==> src/common/hba_pkg.sv <==
// Shared HBA types and constants. The address map assumes 16 slots of 256 byte-wide registers.
package hba_pkg;

    // Bus widths.
    typedef logic [7:0]  dbus_t;      // Bus data byte.
    typedef logic [11:0] abus_t;      // Slot nibble plus register offset.
    typedef logic [3:0]  slot_t;      // Upper address nibble.
    typedef logic [7:0]  reg_addr_t;  // Offset inside a slot.
    typedef logic [3:0]  gpio_t;      // GPIO pin vector.

    // Bridge FSM encoding.
    typedef enum logic [1:0] {
        ST_IDLE,  // Waiting for a host command.
        ST_BUS,   // Transfer on the bus.
        ST_RESP   // Holding the response for the host.
    } bridge_state_t;

    // Slot map.
    localparam slot_t SLOT_BASICIO = 4'd1;
    localparam slot_t SLOT_GPIO    = 4'd2;

    // Basic I/O register offsets.
    localparam reg_addr_t REG_LED        = 8'd0;
    localparam reg_addr_t REG_BUTTON     = 8'd1;  // Read only.
    localparam reg_addr_t REG_INT_STATUS = 8'd2;  // Write one to clear.
    localparam reg_addr_t REG_INT_ENABLE = 8'd3;

    // GPIO register offsets.
    localparam reg_addr_t GPIO_OUT_EN     = 8'd0;
    localparam reg_addr_t GPIO_OUT_SIG    = 8'd1;
    localparam reg_addr_t GPIO_IN_SIG     = 8'd2;  // Read only.
    localparam reg_addr_t GPIO_INT_STATUS = 8'd3;  // Write one to clear.
    localparam reg_addr_t GPIO_INT_ENABLE = 8'd4;

    // Bus cycles without an ack before the bridge gives up.
    localparam int ACK_TIMEOUT = 16;

    // Width of the bridge timeout counter.
    localparam int TMO_W = $clog2(ACK_TIMEOUT);

endpackage

==> src/hba_bridge.sv <==
// Sole HBA master. One transfer in flight, slaves must return zero when idle, no ack ends in rsp_err.
module hba_bridge import hba_pkg::*; (
    input  logic  clk,
    input  logic  rst_n,
    // Host command port.
    input  logic  cmd_valid,
    input  logic  cmd_rnw,
    input  abus_t cmd_addr,
    input  dbus_t cmd_wdata,
    output logic  cmd_ready,
    // Host response port.
    output logic  rsp_valid,
    output logic  rsp_err,
    output dbus_t rsp_rdata,
    input  logic  rsp_ready,
    // HBA bus, master side.
    output logic  hba_select,
    output logic  hba_rnw,
    output abus_t hba_abus,
    output dbus_t hba_dbus,
    // Slave returns.
    input  logic  ack_basicio,
    input  logic  ack_gpio,
    input  dbus_t rdata_basicio,
    input  dbus_t rdata_gpio,
    input  logic  irq_basicio,
    input  logic  irq_gpio,
    output logic  intr
);

    bridge_state_t    state;
    bridge_state_t    state_nxt;
    logic [TMO_W-1:0] tmo_cnt;    // Bus cycles spent waiting for an ack.
    logic             ack_any;
    dbus_t            rdata_any;
    logic             accept;
    logic             tmo_hit;

    // Inactive slaves drive zero, so a plain OR merges them.
    assign ack_any   = ack_basicio | ack_gpio;
    assign rdata_any = rdata_basicio | rdata_gpio;

    assign accept  = cmd_valid & cmd_ready;  // Command handshake.
    assign tmo_hit = (state == ST_BUS) && !ack_any &&
                     (tmo_cnt == TMO_W'(ACK_TIMEOUT - 1));  // Last allowed bus cycle.

    // Interrupt merge.
    assign intr = irq_basicio | irq_gpio;

    always_comb begin
        state_nxt = state;
        unique case (state)
            ST_IDLE: if (accept) state_nxt = ST_BUS;
            ST_BUS:  if (ack_any || tmo_hit) state_nxt = ST_RESP;
            ST_RESP: if (rsp_ready) state_nxt = ST_IDLE;  // Response taken.
            default: state_nxt = ST_IDLE;
        endcase
    end

    // Control flops. Outputs registered from the next state.
    always_ff @(posedge clk or negedge rst_n) begin
        if (!rst_n) begin
            state      <= ST_IDLE;
            cmd_ready  <= 1'b0;  // Rises one cycle after reset.
            hba_select <= 1'b0;
            rsp_valid  <= 1'b0;
            tmo_cnt    <= '0;
        end else begin
            state      <= state_nxt;
            cmd_ready  <= (state_nxt == ST_IDLE);
            hba_select <= (state_nxt == ST_BUS);  // Drops on the ack edge.
            rsp_valid  <= (state_nxt == ST_RESP);
            tmo_cnt    <= (state == ST_BUS) ? tmo_cnt + 1'b1 : '0;
        end
    end

    // Payload. Held stable while select or rsp_valid is up.
    always_ff @(posedge clk) begin
        if (accept) begin
            hba_rnw  <= cmd_rnw;
            hba_abus <= cmd_addr;
            hba_dbus <= cmd_wdata;
        end
        if (ack_any && state == ST_BUS) begin
            rsp_rdata <= rdata_any;  // Zero for writes.
            rsp_err   <= 1'b0;
        end else if (tmo_hit) begin
            rsp_rdata <= '0;         // Unmapped slot.
            rsp_err   <= 1'b1;
        end
    end

endmodule

==> src/basicio/hba_basicio.sv <==
// Slot 1 LEDs and buttons. Buttons are asynchronous and interrupt only on a rising edge.
module hba_basicio import hba_pkg::*; (
    input  logic  clk,
    input  logic  rst_n,
    // HBA bus, slave side.
    input  logic  hba_select,
    input  logic  hba_rnw,
    input  abus_t hba_abus,
    input  dbus_t hba_dbus,
    output dbus_t hba_dbus_slave,     // Zero when not acking a read.
    output logic  hba_xferack_slave,  // One cycle per transfer.
    output logic  slave_interrupt,
    // Pins.
    input  dbus_t basicio_button,
    output dbus_t basicio_led
);

    slot_t     slot;
    reg_addr_t reg_addr;
    logic      xfer;        // This slot is addressed and not yet acked.
    logic      wr_en;
    dbus_t     btn_meta;    // First sync stage.
    dbus_t     btn_sync;    // Readable button value.
    dbus_t     btn_prev;    // History for edge detect.
    dbus_t     btn_rise;
    dbus_t     int_status;
    dbus_t     int_enable;
    dbus_t     int_clr;
    dbus_t     rd_val;

    assign slot     = hba_abus[11:8];
    assign reg_addr = hba_abus[7:0];
    assign xfer     = hba_select && (slot == SLOT_BASICIO) && !hba_xferack_slave;
    assign wr_en    = xfer && !hba_rnw;

    assign btn_rise = btn_sync & ~btn_prev;
    assign int_clr  = (wr_en && reg_addr == REG_INT_STATUS) ? hba_dbus : '0;  // W1C.

    assign slave_interrupt = |(int_status & int_enable);

    // Read mux. Unlisted offsets read zero.
    always_comb begin
        case (reg_addr)
            REG_LED:        rd_val = basicio_led;
            REG_BUTTON:     rd_val = btn_sync;
            REG_INT_STATUS: rd_val = int_status;
            REG_INT_ENABLE: rd_val = int_enable;
            default:        rd_val = '0;
        endcase
    end

    always_ff @(posedge clk or negedge rst_n) begin
        if (!rst_n) begin
            hba_xferack_slave <= 1'b0;
            hba_dbus_slave    <= '0;
            basicio_led       <= '0;
            int_enable        <= '0;
            int_status        <= '0;
            btn_meta          <= '0;
            btn_sync          <= '0;
            btn_prev          <= '0;
        end else begin
            hba_xferack_slave <= xfer;
            hba_dbus_slave    <= (xfer && hba_rnw) ? rd_val : '0;
            if (wr_en && reg_addr == REG_LED) basicio_led <= hba_dbus;
            if (wr_en && reg_addr == REG_INT_ENABLE) int_enable <= hba_dbus;
            int_status <= (int_status & ~int_clr) | btn_rise;  // New edge beats clear.
            btn_meta   <= basicio_button;
            btn_sync   <= btn_meta;
            btn_prev   <= btn_sync;
        end
    end

endmodule

==> src/gpio/gpio_regs.sv <==
// Slot 2 GPIO registers. Inputs must arrive already synchronized, upper data bits read zero.
module gpio_regs import hba_pkg::*; (
    input  logic  clk,
    input  logic  rst_n,
    // HBA bus, slave side.
    input  logic  hba_select,
    input  logic  hba_rnw,
    input  abus_t hba_abus,
    input  dbus_t hba_dbus,
    output dbus_t hba_dbus_slave,     // Zero when not acking a read.
    output logic  hba_xferack_slave,
    output logic  slave_interrupt,
    // From the input synchronizer.
    input  gpio_t in_sync,
    input  gpio_t in_change,
    // Pins.
    output gpio_t gpio_out_en,
    output gpio_t gpio_out_sig
);

    slot_t     slot;
    reg_addr_t reg_addr;
    logic      xfer;
    logic      wr_en;
    gpio_t     wr_val;      // Low nibble of the write data.
    gpio_t     int_status;
    gpio_t     int_enable;
    gpio_t     int_clr;
    dbus_t     rd_val;

    assign slot     = hba_abus[11:8];
    assign reg_addr = hba_abus[7:0];
    assign xfer     = hba_select && (slot == SLOT_GPIO) && !hba_xferack_slave;
    assign wr_en    = xfer && !hba_rnw;
    assign wr_val   = gpio_t'(hba_dbus);

    // Write one to clear.
    assign int_clr = (wr_en && reg_addr == GPIO_INT_STATUS) ? wr_val : '0;

    assign slave_interrupt = |(int_status & int_enable);

    always_comb begin
        case (reg_addr)
            GPIO_OUT_EN:     rd_val = dbus_t'(gpio_out_en);
            GPIO_OUT_SIG:    rd_val = dbus_t'(gpio_out_sig);
            GPIO_IN_SIG:     rd_val = dbus_t'(in_sync);
            GPIO_INT_STATUS: rd_val = dbus_t'(int_status);
            GPIO_INT_ENABLE: rd_val = dbus_t'(int_enable);
            default:         rd_val = '0;  // Unmapped offset.
        endcase
    end

    always_ff @(posedge clk or negedge rst_n) begin
        if (!rst_n) begin
            hba_xferack_slave <= 1'b0;
            hba_dbus_slave    <= '0;
            gpio_out_en       <= '0;  // All pins input after reset.
            gpio_out_sig      <= '0;
            int_enable        <= '0;
            int_status        <= '0;
        end else begin
            hba_xferack_slave <= xfer;
            hba_dbus_slave    <= (xfer && hba_rnw) ? rd_val : '0;
            if (wr_en) begin
                case (reg_addr)
                    GPIO_OUT_EN:     gpio_out_en  <= wr_val;
                    GPIO_OUT_SIG:    gpio_out_sig <= wr_val;
                    GPIO_INT_ENABLE: int_enable   <= wr_val;
                    default:         ;  // Read only or unmapped.
                endcase
            end
            int_status <= (int_status & ~int_clr) | in_change;  // Change wins.
        end
    end

endmodule

==> src/gpio/gpio_input_sync.sv <==
// GPIO input synchronizer. Two cycles of latency, pulses narrower than a clock may be missed.
module gpio_input_sync import hba_pkg::*; (
    input  logic  clk,
    input  logic  rst_n,
    input  gpio_t gpio_in_sig,  // Asynchronous pins.
    output gpio_t in_sync,      // Safe to read.
    output gpio_t in_change     // One-cycle pulse per edge.
);

    gpio_t in_meta;   // May go metastable.
    gpio_t in_hist;   // Previous synchronized value.

    // Any edge, either direction.
    assign in_change = in_sync ^ in_hist;

    always_ff @(posedge clk or negedge rst_n) begin
        if (!rst_n) begin
            in_meta <= '0;
            in_sync <= '0;
            in_hist <= '0;
        end else begin
            in_meta <= gpio_in_sig;  // Stage one.
            in_sync <= in_meta;      // Stage two.
            in_hist <= in_sync;      // History for the change detect.
        end
    end

endmodule

==> src/hba_system.sv <==
// HBA system top. Slot 1 is basic I/O, slot 2 is GPIO, and every other slot is unmapped.
module hba_system import hba_pkg::*; (
    input  logic  clk,
    input  logic  rst_n,
    // Host command port.
    input  logic  cmd_valid,
    input  logic  cmd_rnw,
    input  abus_t cmd_addr,
    input  dbus_t cmd_wdata,
    output logic  cmd_ready,
    // Host response port.
    input  logic  rsp_ready,
    output logic  rsp_valid,
    output dbus_t rsp_rdata,
    output logic  rsp_err,
    output logic  intr,
    // Basic I/O pins.
    input  dbus_t basicio_button,
    output dbus_t basicio_led,
    // GPIO pins.
    input  gpio_t gpio_in_sig,
    output gpio_t gpio_out_en,
    output gpio_t gpio_out_sig
);

    logic  hba_select;     // Transfer in progress.
    logic  hba_rnw;        // High for a read.
    abus_t hba_abus;
    dbus_t hba_dbus;       // Write data.
    logic  ack_basicio;
    logic  ack_gpio;
    dbus_t rdata_basicio;
    dbus_t rdata_gpio;
    logic  irq_basicio;
    logic  irq_gpio;
    gpio_t gpio_in_sync;   // Synchronized pins.
    gpio_t gpio_in_change;

    hba_bridge i_bridge (
        .clk(clk), .rst_n(rst_n),
        .cmd_valid(cmd_valid), .cmd_rnw(cmd_rnw), .cmd_addr(cmd_addr),
        .cmd_wdata(cmd_wdata), .cmd_ready(cmd_ready),
        .rsp_valid(rsp_valid), .rsp_err(rsp_err), .rsp_rdata(rsp_rdata),
        .rsp_ready(rsp_ready),
        .hba_select(hba_select), .hba_rnw(hba_rnw), .hba_abus(hba_abus),
        .hba_dbus(hba_dbus),
        .ack_basicio(ack_basicio), .ack_gpio(ack_gpio),
        .rdata_basicio(rdata_basicio), .rdata_gpio(rdata_gpio),
        .irq_basicio(irq_basicio), .irq_gpio(irq_gpio), .intr(intr)
    );

    hba_basicio i_basicio (
        .clk(clk), .rst_n(rst_n),
        .hba_select(hba_select), .hba_rnw(hba_rnw), .hba_abus(hba_abus),
        .hba_dbus(hba_dbus), .hba_dbus_slave(rdata_basicio),
        .hba_xferack_slave(ack_basicio), .slave_interrupt(irq_basicio),
        .basicio_button(basicio_button), .basicio_led(basicio_led)
    );

    gpio_regs i_gpio_regs (
        .clk(clk), .rst_n(rst_n),
        .hba_select(hba_select), .hba_rnw(hba_rnw), .hba_abus(hba_abus),
        .hba_dbus(hba_dbus), .hba_dbus_slave(rdata_gpio),
        .hba_xferack_slave(ack_gpio), .slave_interrupt(irq_gpio),
        .in_sync(gpio_in_sync), .in_change(gpio_in_change),
        .gpio_out_en(gpio_out_en), .gpio_out_sig(gpio_out_sig)
    );

    gpio_input_sync i_gpio_sync (
        .clk(clk), .rst_n(rst_n), .gpio_in_sig(gpio_in_sig),
        .in_sync(gpio_in_sync), .in_change(gpio_in_change)
    );

endmodule

==> config.mk <==
export PLATFORM = sky130hd
export DESIGN_NAME = hba_system
export DESIGN_NICKNAME = d
export VERILOG_FILES = /design/src/common/hba_pkg.sv /design/src/hba_bridge.sv /design/src/basicio/hba_basicio.sv /design/src/gpio/gpio_regs.sv /design/src/gpio/gpio_input_sync.sv /design/src/hba_system.sv
export SDC_FILE = /design/constraint.sdc
export NUM_CORES = 1
export LEC_CHECK = 0
export ABC_AREA = 1
export ABC_CLOCK_PERIOD_IN_PS = 3500
export BUFFER_PORTS_ARGS = -buffer_cell sky130_fd_sc_hd__buf_2
export CORE_ASPECT_RATIO = 2
export CORE_MARGIN = 4
export CORE_UTILIZATION = 61
export CTS_CLUSTER_SIZE = 16
export DETAILED_ROUTE_END_ITERATION = 7
export HOLD_SLACK_MARGIN = 0.12
export MAX_ROUTING_LAYER = met4
export PLACE_DENSITY_LB_ADDON = 0.3
export SLEW_MARGIN = 15
export SYNTH_ARGS = -nofsm -noshare
export SYNTH_HDL_FRONTEND = slang
export SYNTH_SLANG_ARGS = --single-unit
export TNS_END_PERCENT = 1
==> constraint.sdc <==
create_clock -name clk -period 3.5 [get_ports clk]
set_input_delay 0.35 -clock clk [delete_from_list [all_inputs] [get_ports clk]]
set_output_delay 0.35 -clock clk [all_outputs]
set_load 0.02 [all_outputs]
=== Word level (Yosys, flattened, before mapping) ===
Cells that the tools add are included.

* RAM bits: 0
* Latch bits: 0
* Register bits after elaboration: 133
* Input bits: 37
* Output and inout port bits: 28
* Memories kept: 0
* Logic and storage cells: 96
* Bits in read-only memories: 0

* Order comparisons: 0
* Multipliers: 0
* Mux-type cells: 13
* Divide/modulo/power cells: 0
* Reduce and logical (&&, ||, !) cells: 29
* Add/subtract/negate cells: 1
* Equal/unequal tests: 11
* Bitwise gates (word level): 15
* Shift-type cells: 0

{| class="wikitable"
|+ Operator list
! kind !! number
|-
| 2-to-1 mux 8 bit || 4
|-
| one-hot mux 8 bit (4 select lines) || 1
|-
| bitwise AND 8 bit || 3
|-
| one-hot mux 4 bit (5 select lines) || 1
|-
| == test 8 x 2 -> 1 bit, second input constant || 2
|-
| NOT 8 bit || 2
|-
| OR 8 bit || 2
|-
| logical AND 1 bit || 15
|-
| 2-to-1 mux 4 bit || 3
|-
| bitwise AND 4 bit || 2
|-
| == test 8 x 1 -> 1 bit, second input constant || 1
|-
| == test 8 x 3 -> 1 bit, second input constant || 1
|-
| zero test 8 bit || 1
|-
| OR reduction 8 bit || 1
|-
| 2-to-1 mux 2 bit || 3
|-
| one-hot mux 2 bit (3 select lines) || 1
|-
| AND reduction 2 bit || 3
|-
| adder 4 x 1 -> 4 bit, second input constant || 1
|-
| == test 2 x 1 -> 1 bit, second input constant || 2
|-
| == test 2 bit, second input constant || 2
|-
| == test 4 x 1 -> 1 bit, second input constant || 1
|-
| == test 4 x 2 -> 1 bit, second input constant || 1
|-
| == test 4 bit, second input constant || 1
|-
| zero test 1 bit || 4
|-
| 9 further kinds || 11
|}

=== Logic depth before layout (Yosys ltp) ===
Gate-level depths: netlist of the first run.

* Depth in word-level cells: 9
* Depth in mapped cells: 9
* Mapped depth without buffers: 8

=== Cells and area by module ===
Synthesis of the first run repeated with hierarchy kept, for this count alone.

* Cell total of the unflattened synthesis: 517
* Area, all modules: 5385.2 µm²

{| class="wikitable"
|+ Modules (own cells, without submodules)
! module !! seq. area each (µm²) !! area an instance (µm²) !! instances !! cells each
|-
| hba_basicio || 1426.4 || 2421.1 || 1 || 244
|-
| hba_bridge || 1116.1 || 1347.5 || 1 || 87
|-
| gpio_regs || 525.5 || 1241.2 || 1 || 154
|-
| gpio_input_sync || 300.3 || 375.4 || 1 || 32
|}

=== Least setup slack after synthesis of the first run ===
No wires, ideal clock.

* Path kind: register -> register
* Start point: register i_bridge.state[1]
* End point: register i_bridge.rsp_rdata[0] (enable)
* Setup slack: 2006 ps
* Stages on the path, launching flop included: 5
* Required time: 3171 ps
* Clock period less this slack: 1494 ps
* Data arrival time: 1165 ps
* Setup time: 329 ps
* Cells stage by stage: dfrtp_1 -> nor2_1 -> o21ai_0 -> buf_2 -> nand2_1

* Word-level cells in the longest chain between the ends: 4
* Elaborated cells on any way between the ends: 5
* Classes of those cells: eq/ne (1); reduce/logical (4)

{| class="wikitable"
|+ RTL lines
! element !! line !! text
|-
| start: declaration || hba_bridge.sv:31 || <nowiki>bridge_state_t state;</nowiki>
|-
| start signal: assignment || hba_bridge.sv:69 || <nowiki>state <= state_nxt;</nowiki>
|-
| == test 2 x 1 -> 1 bit * || hba_bridge.sv:44, hba_bridge.sv:84 ||
|-
| logical AND 1 bit (2 in series) || hba_bridge.sv:44 || <nowiki>assign tmo_hit = (state == ST_BUS) && !ack_any &&</nowiki>
|-
| nonzero test 2 bit (no line) * || - ||
|-
| end signal: assignment || hba_bridge.sv:85 || <nowiki>rsp_rdata <= rdata_any;</nowiki>
|-
| end: declaration || hba_bridge.sv:14 || <nowiki>output dbus_t rsp_rdata,</nowiki>
|}

Every way passes the cells marked *; elsewhere a longest branch is shown, timed or not.
A chain may end at the register's enable or synchronous reset.

=== Final worst setup path of the first run ===
* Start point: register i_basicio.int_status[4]
* End point: output port intr

* Word-level cells in the longest chain between the ends: 3

{| class="wikitable"
|+ RTL lines
! element !! line !! text
|-
| start: declaration || hba_basicio.sv:26 || <nowiki>dbus_t int_status;</nowiki>
|-
| start signal: assignment || hba_basicio.sv:67 || <nowiki>int_status <= (int_status & ~int_clr) | btn_rise;</nowiki>
|-
| bitwise AND 8 bit || hba_basicio.sv:39 || <nowiki>assign slave_interrupt = |(int_status & int_enable);</nowiki>
|-
| OR reduction 8 bit || hba_basicio.sv:39 ||
|-
| OR 1 bit || hba_bridge.sv:48 || <nowiki>assign intr = irq_basicio | irq_gpio;</nowiki>
|-
| end: declaration || hba_system.sv:16 || <nowiki>output logic intr,</nowiki>
|}

No other way between the ends.

==> metrics.cfg, run 1 <==
[drt]
dr.pass1.iters = 5
vias = 3635
post_drt_wl_per_cell_um = 16.1
met1Wirelength_mm = 3.78
highest-signal-layer = met4
routed_wl_mm = 11.0
vias_per_cell = 5.29
drtIter0Drc = 273
dr_wl_met2_mm = 6.03
ant_nets = 0
drc = 0
met3WireLength_um = 618

[clock_network]
cts.sinks = 129
cts_made_buffers = 17
clockBufferDepth = 2
clk_pin_slew_ns = 0.06
cts_resized = 0
postCtsSetupRepairBufs = 0
cts_tree = done
clock_latency_ns = 0.41
htree_levels = 4
cts_root_buf = clkbuf_16

[power]
finalPower_mw = 3.73
power.density_mw_per_mm2 = 593
p_int_mw = 2.85
seq_power_share = 0.467
pwr-share-comb = 0.088
ir_drop_mv = 0.497
net-switching-power_mw = 0.884
swShare = 0.237
pwr-share-clk = 0.445
p_leak_nw = 3.08

[worst_setup_path]
critPathRequiredTime_ns = 3.15
path_cells = nand2_1, nand2_1, a221oi_1, nand3_1, buf_2
endpoint_kind = primary output
slowest_stage = dfrtp_1
r2r_end = i_bridge.rsp_rdata[4]
arrival_ns = 1.54
crit_type = reg -> out
r2r_cells = 4
critPathMaxStageDelay_ns = 0.40
cp_max_fo = 3
path_common_cell = nand2_1
r2r_slack_ns = 1.78
startpoint_type = flip-flop
rr_startpoint = i_bridge.state[1]

[synthesis]
synth-edff-count = 29
mappedNetlistArea_mm2 = 0.00502
syn_nets = 505
ys_warn_count = 0
yosysUniqueCellTypes = 31
netlist_instances = 467
ys_ff_latch = 129
yosysSeqAreaShare = 0.671
async_flop_share = 0.767
synthFlopType = dfrtp_1
syn_avg_cell_area_um2 = 10.7

[timing]
whs_ns = 0.0785
relSlewSlack = 0.364
period_needed_ns = 1.89
tightest_slew_ns = 0.954
period_share = 0.539
postLayoutSetupSlackWorst_ns = 1.61
slew_violations = 0
hold_viol_final = 0
grt_setup_unrepaired = no
tns_ns = 0
max_freq_mhz = 530
fin_worst_skew_ns = 0.00659
finalSetupViolations = 0

[finish]
layout_common_cells = 145 x nand2_1, 99 x dfrtp_1, 63 x buf_2
drive_above_1_share = 0.220
largest_reg_flops = 12
antenna_cells = 0
fin_nets = 616
syn_to_final_growth_pct = 25.4
final_common_cell = nand2_1
top_register = i_bridge.hba_abus
stdcell_count = 687

[place]
dp_cells = 623
gp_congestion = 0.957
dp_slack_ns = 1.77
place_hpwl_mm = 7.53
port_buffers = 64

[floorplan]
coreArea_mm2 = 0.00800
chipWidth_um = 72.1
initial_core_util = 0.627
die_height_um = 136
die_area_mm2 = 0.00983
num_rows = 46
ioPinCount = 65

[global_route]
antenna_found_initial = 0
grt_overflow = 0
grt_max_degree = 78
grt_pass1_vias = 3870
grt_pass1_wl_mm = 18.1
grtUsageTotal = 0.259

[run_status]
status = finished clean

[min_path]
worst_hold_path_type = in -> async

[run]
drv_cap = 0

[cell type report]
cell class              count  area, um^2
inverters                  37         139
repair buffers             99         666
fillers                   504        1710
flip-flops and latches    129        3370
well taps                  96         120
clock inverters             7        83.8
clock buffers              25         475
multi-input cells         294        1440
[critical path: cells and delay by family, from the launching register on]
| family | cells | cell delay [ns] |
|---|---|---|
| DFF | 1 | 0.40 |
| AOI/OAI and AO/OA | 1 | 0.29 |
| and+or+nand+nor | 3 | 0.25 |
| buffers and inverters | 1 | 0.18 |
[cell usage after synthesis, types with 3 or more instances]
master / instances / share of area
buf_6: 5 / 0.011
dfrtp_1: 99 / 0.49
edfxtp_1: 29 / 0.17
inv_1: 35 / 0.026
nand2_1: 145 / 0.11
nand2_4: 3 / 0.0067
nand3_1: 30 / 0.030
nor2_1: 51 / 0.038
nor2_2: 6 / 0.0075
nor2_4: 5 / 0.011
o21ai_0: 13 / 0.013
o21ai_2: 16 / 0.028
xnor2_1: 4 / 0.0070
[power groups by stage]
stage	combinational [mW]	clock (mW)	sequential, mW
after floorplan	0.165	0	1.77
after global placement	0.282	0	1.76
after detailed placement	0.299	0	1.77
after CTS	0.328	1.68	1.74
after global routing	0.367	1.75	1.76
final	0.328	1.66	1.74
[per-stage QoR]
stage | utilization | cell area (um^2)
after floorplan | - | 5020
after global placement | 0.677 | 5420
after detailed placement | 0.677 | 5420
after CTS | 0.784 | 6270
after global routing | 0.787 | 6290
final | 0.787 | 6290
[layer usage]
metal,track usage,up-vias
met2,0.437,143
met5,-,-
li1,-,1719
met4,0.158,0
met1,0.259,1731
met3,0.0703,42
[timing repair]
action | CTS | global route
setup endpoints to repair | 0 | 0
hold buffers | 30 | 2
hold endpoints to repair | 30 | 2
[worst max path at each step]
stage | depth (start not counted) | to | startpoint
floorplan | 4 | i_bridge.rsp_rdata[0] | i_bridge.state[1]
global placement | 6 | i_gpio_regs.gpio_out_en[0] | i_bridge.hba_abus[7]
detailed placement | 5 | i_gpio_regs.gpio_out_en[1] | i_bridge.hba_abus[5]
CTS | 5 | intr | i_basicio.int_status[4]
global route | 5 | intr | i_basicio.int_status[2]
finish | 5 | intr | i_basicio.int_status[4]
[cells by family (layout without fill, tap and decap cells)]
group / count (synthesis) / in the layout / share of synthesized area
compound gates: 42 / 42 / 0.0598
xor+xnor: 4 / 4 / 0.00698
buf+inv: 44 / 168 / 0.0414
simple gates: 247 / 247 / 0.218
fa+ha+maj: 1 / 1 / 0.00249
flops: 129 / 129 / 0.671
(Power assumes the default switching activity.)
==> run 2, diff against run 1 <==
--- a/config.mk
+++ b/config.mk
@@ -6,11 +6,11 @@
 export NUM_CORES = 1
 export LEC_CHECK = 0
 export ABC_AREA = 1
-export ABC_CLOCK_PERIOD_IN_PS = 3500
+export ABC_CLOCK_PERIOD_IN_PS = 1850
 export BUFFER_PORTS_ARGS = -buffer_cell sky130_fd_sc_hd__buf_2
 export CORE_ASPECT_RATIO = 2
 export CORE_MARGIN = 4
-export CORE_UTILIZATION = 61
+export CORE_UTILIZATION = 57
 export CTS_CLUSTER_SIZE = 16
 export DETAILED_ROUTE_END_ITERATION = 7
 export HOLD_SLACK_MARGIN = 0.12
==> constraint.sdc (replaced) <==
create_clock -name clk -period 1.85 [get_ports clk]
set_input_delay 0.185 -clock clk [delete_from_list [all_inputs] [get_ports clk]]
set_output_delay 0.185 -clock clk [all_outputs]
set_load 0.02 [all_outputs]
==> metrics.cfg, run 2 (same netlist as run 1, synthesis figures left out) <==
[global_route]
grt_overflow = 0
grt_pass1_wl_mm = 18.9
grt_pass1_vias = 3981
grt_max_degree = 39
antenna_found_initial = 0
grtUsageTotal = 0.251

[worst_setup_path]
endpoint_kind = primary output
rr_startpoint = i_bridge.state[1]
crit_type = reg -> out
arrival_ns = 1.56
r2r_cells = 3
cp_max_fo = 3
startpoint_type = flip-flop
critPathRequiredTime_ns = 1.66
setup.worst_path.start = i_gpio_regs.int_status[2]

[clock_network]
cts_resized = 0
cts_root_buf = clkbuf_16
cts_made_buffers = 17
clockBufferDepth = 2
clk_pin_slew_ns = 0.06
cts_tree = done
cts.sinks = 129
clock_latency_ns = 0.41
postCtsSetupRepairBufs = 0
htree_levels = 4

[drt]
dr.pass1.iters = 5
post_drt_wl_per_cell_um = 15.8
drc = 0
ant_nets = 0
vias_per_cell = 5.33
routed_wl_mm = 11.1
drtIter0Drc = 258
vias = 3738

[timing]
finalSetupViolations = 0
tns_ns = 0
grt_setup_unrepaired = no
tightest_slew_ns = 0.509
relSlewSlack = 0.660
slew_violations = 0
fin_worst_skew_ns = 0.00839
period_needed_ns = 1.75
period_share = 0.944
hold_viol_final = 0
max_freq_mhz = 572

[run]
drv_cap = 0

[finish]
fin_nets = 626
top_register = i_bridge.hba_abus
final_common_cell = nand2_1
syn_to_final_growth_pct = 28.2
antenna_cells = 0
largest_reg_flops = 12
drive_above_1_share = 0.230
nFillCells = 580
layout_common_cells = 145 x nand2_1, 99 x dfrtp_1, 63 x buf_2

[floorplan]
die_area_mm2 = 0.0105
coreArea_mm2 = 0.00859
chipWidth_um = 74.4
ioPinCount = 65
die_height_um = 141
initial_core_util = 0.584
num_rows = 48

[power]
power.density_mw_per_mm2 = 1130
finalPower_mw = 7.27
p_leak_nw = 3.15
ir_drop_mv = 0.967

[place]
gp_congestion = 0.919
place_hpwl_mm = 7.80
port_buffers = 64

[min_path]
worst_hold_path_type = in -> async

[run_status]
status = finished clean

run 2: changes by cell type in the layout (fill, tap and decap cells not counted), moves of 2 or more:
cell           previous run  this run
clkbuf_8                  2         0
clkinv_4                  0         2
buf_4                     4         9
clkbuf_1                  6         3
dlygate4sd3_1            32        36
run 2: timing repair:
action | in CTS | in global routing
endpoints found under the setup margin | 0 | 0
endpoints found under the hold margin | 71 | 0
hold buffers | 36 | 0
run 2: final timing paths:
check                                               to  slack, ns
hold / removal                  i_gpio_sync.in_hist[3]       0.29
setup / recovery                                  intr       0.10
min in group clk                i_gpio_sync.in_sync[2]       0.35
hold reg to reg                 i_gpio_sync.in_sync[2]       0.35
max in group asynchronous  i_gpio_regs.gpio_out_sig[1]       0.99
setup reg to reg                 i_bridge.rsp_rdata[3]       0.21
run 2: area by class of cell:
cell class / instances / area (um^2) / share of cell area
flip-flops and latches: 129 / 3370 / 0.523
multi-input cells: 294 / 1440 / 0.224
repair buffers: 109 / 763 / 0.119
clock buffers: 21 / 462 / 0.0717
inverters: 37 / 139 / 0.0216
clock inverters: 11 / 135 / 0.0210
well taps: 100 / 125 / 0.0194
run 2: critical path, stage by stage (launching register included):
cell      delay, ns
dfrtp_1        0.41
nand2_1        0.14
nand2_1        0.06
a221oi_1       0.23
nand3_1        0.13
buf_2          0.18
run 2: layer usage:
| layer | part of all wire | up-vias | global-route usage | wire (um) |
|---|---|---|---|---|
| met5 | 0 | - | - | 0 |
| met4 | 0.045 | 0 | 0.142 | 500 |
| met3 | 0.063 | 47 | 0.0671 | 694 |
| met2 | 0.55 | 150 | 0.416 | 6070 |
| met1 | 0.34 | 1793 | 0.263 | 3820 |
| li1 | - | 1748 | - | - |
run 2: report_power, final:
group / switching, mW / leakage, nW / internal, mW
Clock: 1.16 / 0.295 / 2.18
Sequential: 0.136 / 1.52 / 3.15
Combinational: 0.429 / 1.33 / 0.220
run 2: through the flow:
step / std cells / hold slack [ns] / cell area (um^2) / worst slack, ns / util
detailed placement: 633 / 0.198 / 5480 / 0.236 / 0.638
CTS: 701 / 0.306 / 6430 / 0.0976 / 0.749
floorplan: 467 / -0.111 / 5020 / 0.356 / -
finish: 701 / 0.287 / 6430 / 0.103 / 0.749
global placement: 633 / 0.189 / 5480 / 0.312 / 0.638
global route: 701 / 0.327 / 6430 / 0.0320 / 0.749
==> run 3, diff against run 2 <==
--- a/config.mk
+++ b/config.mk
@@ -10,7 +10,7 @@
 export BUFFER_PORTS_ARGS = -buffer_cell sky130_fd_sc_hd__buf_2
 export CORE_ASPECT_RATIO = 2
 export CORE_MARGIN = 4
-export CORE_UTILIZATION = 57
+export CORE_UTILIZATION = 58
 export CTS_CLUSTER_SIZE = 16
 export DETAILED_ROUTE_END_ITERATION = 7
 export HOLD_SLACK_MARGIN = 0.12
@@ -19,5 +19,6 @@
 export SLEW_MARGIN = 15
 export SYNTH_ARGS = -nofsm -noshare
 export SYNTH_HDL_FRONTEND = slang
+export SYNTH_HIERARCHICAL = 1
 export SYNTH_SLANG_ARGS = --single-unit
 export TNS_END_PERCENT = 1
==> metrics.cfg, run 3 <==
[synthesis]
yosysSeqAreaShare = 0.625
yosysTopAreaCell = dfrtp_1
ys_warn_count = 6
ys_ff_latch = 129
yosysMostFrequentCell = nand2_1
yosys-mux-area-fraction = 0
netlist.area_leader.share = 0.460
synth_common_cells = 121 x nand2_1, 99 x dfrtp_1, 56 x nand3_1
synth-simple-area-share = 0.259
synthTopCellsByArea = dfrtp_1 46%, edfxtp_1 16%, nand2_1 8.4%
synth_top_family_by_area = simple AND/OR/NAND/NOR gates
yosysUniqueCellTypes = 34
netlist_instances = 517
synthFlopType = dfrtp_1
synth-xor-area-share = 0.00163
syn_avg_cell_area_um2 = 10.4
async_flop_share = 0.767
synthAdderAreaFrac = 0.00232
synth-edff-count = 29
mappedNetlistArea_mm2 = 0.00539
synth_compound_area_frac = 0.0567

[global_route]
grt_pass1_vias = 4154
grtUsageTotal = 0.244
grt_overflow = 0
grt_pass1_wl_mm = 20.0
grt_max_degree = 93
antenna_found_initial = 0

[clock_network]
clk_pin_slew_ns = 0.05
clockBufferDepth = 2
cts_root_buf = clkbuf_16
cts_tree = done
clock_latency_ns = 0.41
cts.sinks = 129
cts_made_buffers = 17
htree_levels = 4

[timing]
grt_setup_unrepaired = no
postLayoutSetupSlackWorst_ns = 0.0290
period_share = 0.984
max_freq_mhz = 549
finalSetupViolations = 0
hold_viol_final = 0
fin_worst_skew_ns = 0.00651
period_needed_ns = 1.82
slew_violations = 0
tns_ns = 0
whs_ns = 0.349

[run]
drv_cap = 0

[drt]
post_drt_wl_per_cell_um = 15.9
vias = 3984
drc = 0
routed_wl_mm = 11.9
drtIter0Drc = 206
met3WireLength_um = 431
highest-signal-layer = met4
dr_wl_met2_mm = 6.87
vias_per_cell = 5.30
dr.pass1.iters = 5
ant_nets = 0
met1Wirelength_mm = 4.23

[finish]
final_common_cell = nand2_1
antenna_cells = 0
largest_reg_flops = 12
finish.utilization = 0.752
fin_nets = 675
syn_to_final_growth_pct = 25.9
stdcell_count = 752
drive_above_1_share = 0.289
top_register = i_bridge/hba_abus
layout_common_cells = 121 x nand2_1, 99 x dfrtp_1, 62 x buf_2

[power]
power.density_mw_per_mm2 = 1070
net-switching-power_mw = 1.92
swShare = 0.266
pwr-share-clk = 0.432
seq_power_share = 0.458
ir_drop_mv = 0.817
p_int_mw = 5.31
pwr-share-comb = 0.109
p_leak_nw = 3.41

[floorplan]
chipWidth_um = 76.1
ioPinCount = 65
coreArea_mm2 = 0.00901
die_height_um = 144
num_rows = 49
initial_core_util = 0.598
die_area_mm2 = 0.0110

[worst_setup_path]
endpoint_kind = primary output
r2r_end = i_basicio/hba_dbus_slave[0]
r2r_slack_ns = 0.28
rr_startpoint = i_bridge/hba_abus[5]
r2r_cells = 6
cp_max_fo = 2
arrival_ns = 1.64
crit_type = reg -> out
critPathRequiredTime_ns = 1.66
startpoint_type = flip-flop

[min_path]
hold_depth = 0
min_from = i_gpio_sync/in_meta[2]
min_to = i_gpio_sync/in_sync[2]
worst_hold_path_type = reg -> reg

[place]
dp_cells = 679
place_hpwl_mm = 8.19
dp_slack_ns = 0.189
gp_congestion = 0.902
port_buffers = 64

[run_status]
status = finished clean

-- run 3: cell count changes after synthesis, moves of 3 or more --
cell     before  now
nand3_1      30   56
o21ai_0      13    1
inv_2         2   11
xnor2_1       4    0
nor2_2        6   16
inv_1        35   45
nand2_4       3    6
buf_4         1    6
nand2_1     145  121
a21oi_2       0    3
nor2_1       51   47
nand2_2       2   11
o21ai_2      16   20
o21ai_1       2   10
-- run 3: worst max path at each step --
stage	from	endpoint	slack, ns	cells past startpoint
global placement	i_bridge/hba_abus[7]	i_basicio/hba_dbus_slave[0]	0.24	5
finish	i_basicio/int_status[6]	intr	0.03	5
detailed placement	i_bridge/hba_abus[7]	i_basicio/hba_dbus_slave[0]	0.19	5
CTS	i_basicio/int_status[6]	intr	0.04	5
global route	i_basicio/int_enable[3]	intr	0.01	5
floorplan	i_bridge/cmd_ready	i_bridge/cmd_ready	0.43	5
-- run 3: cell type report --
type	count	area (um^2)
Clock buffer	21	493
Sequential cell	129	3370
Fill cell	623	2230
Tap cell	102	128
Timing Repair Buffer	107	754
Inverter	57	215
Multi-Input combinational cell	325	1740
Clock inverter	11	78.8
-- run 3: per-layer routing --
layer  GRT usage  vias to the layer above
met4       0.124                        0
met1       0.241                     1937
met3      0.0511                       34
met2       0.445                      119
met5           -                        -
li1            -                     1894
-- run 3: power groups by stage --
stage | clock network, mW | registers, mW | logic (mW)
CTS | 3.17 | 3.32 | 0.798
detailed placement | 0 | 3.37 | 0.723
global route | 3.31 | 3.34 | 0.876
global placement | 0 | 3.35 | 0.691
floorplan | 0 | 3.35 | 0.464
finish | 3.13 | 3.31 | 0.789
-- run 3: logic make-up (layout without fill, tap and decap cells) --
kind of cell / Yosys count / in the layout
other cells: 1 / 4
xor+xnor: 1 / 1
fa+ha+maj: 1 / 1
simple gates: 278 / 278
buf+inv: 66 / 196
compound gates: 41 / 41
flops: 129 / 129
-- run 3: critical path, cell delays in order (launching register included) --
cell	delay, ns
dfrtp_1	0.38
a22o_1	0.25
a21oi_2	0.13
nand3b_1	0.09
or2_4	0.24
buf_6	0.13
-- run 3: through the flow --
step	instance area (um^2)	total power, mW
global route	6780	7.53
detailed placement	5800	4.09
floorplan	5400	3.82
global placement	5800	4.04
CTS	6770	7.29
finish	6780	7.23
-- run 3: what timing repair did --
action / 4_1_cts / 5_1_grt
resized for setup: 5 / 0
pin swaps: 1 / 1
setup buffers: 4 / 1
endpoints found under the setup margin: 1 / 1
hold endpoints to repair: 134 / 0
hold buffers: 36 / 0
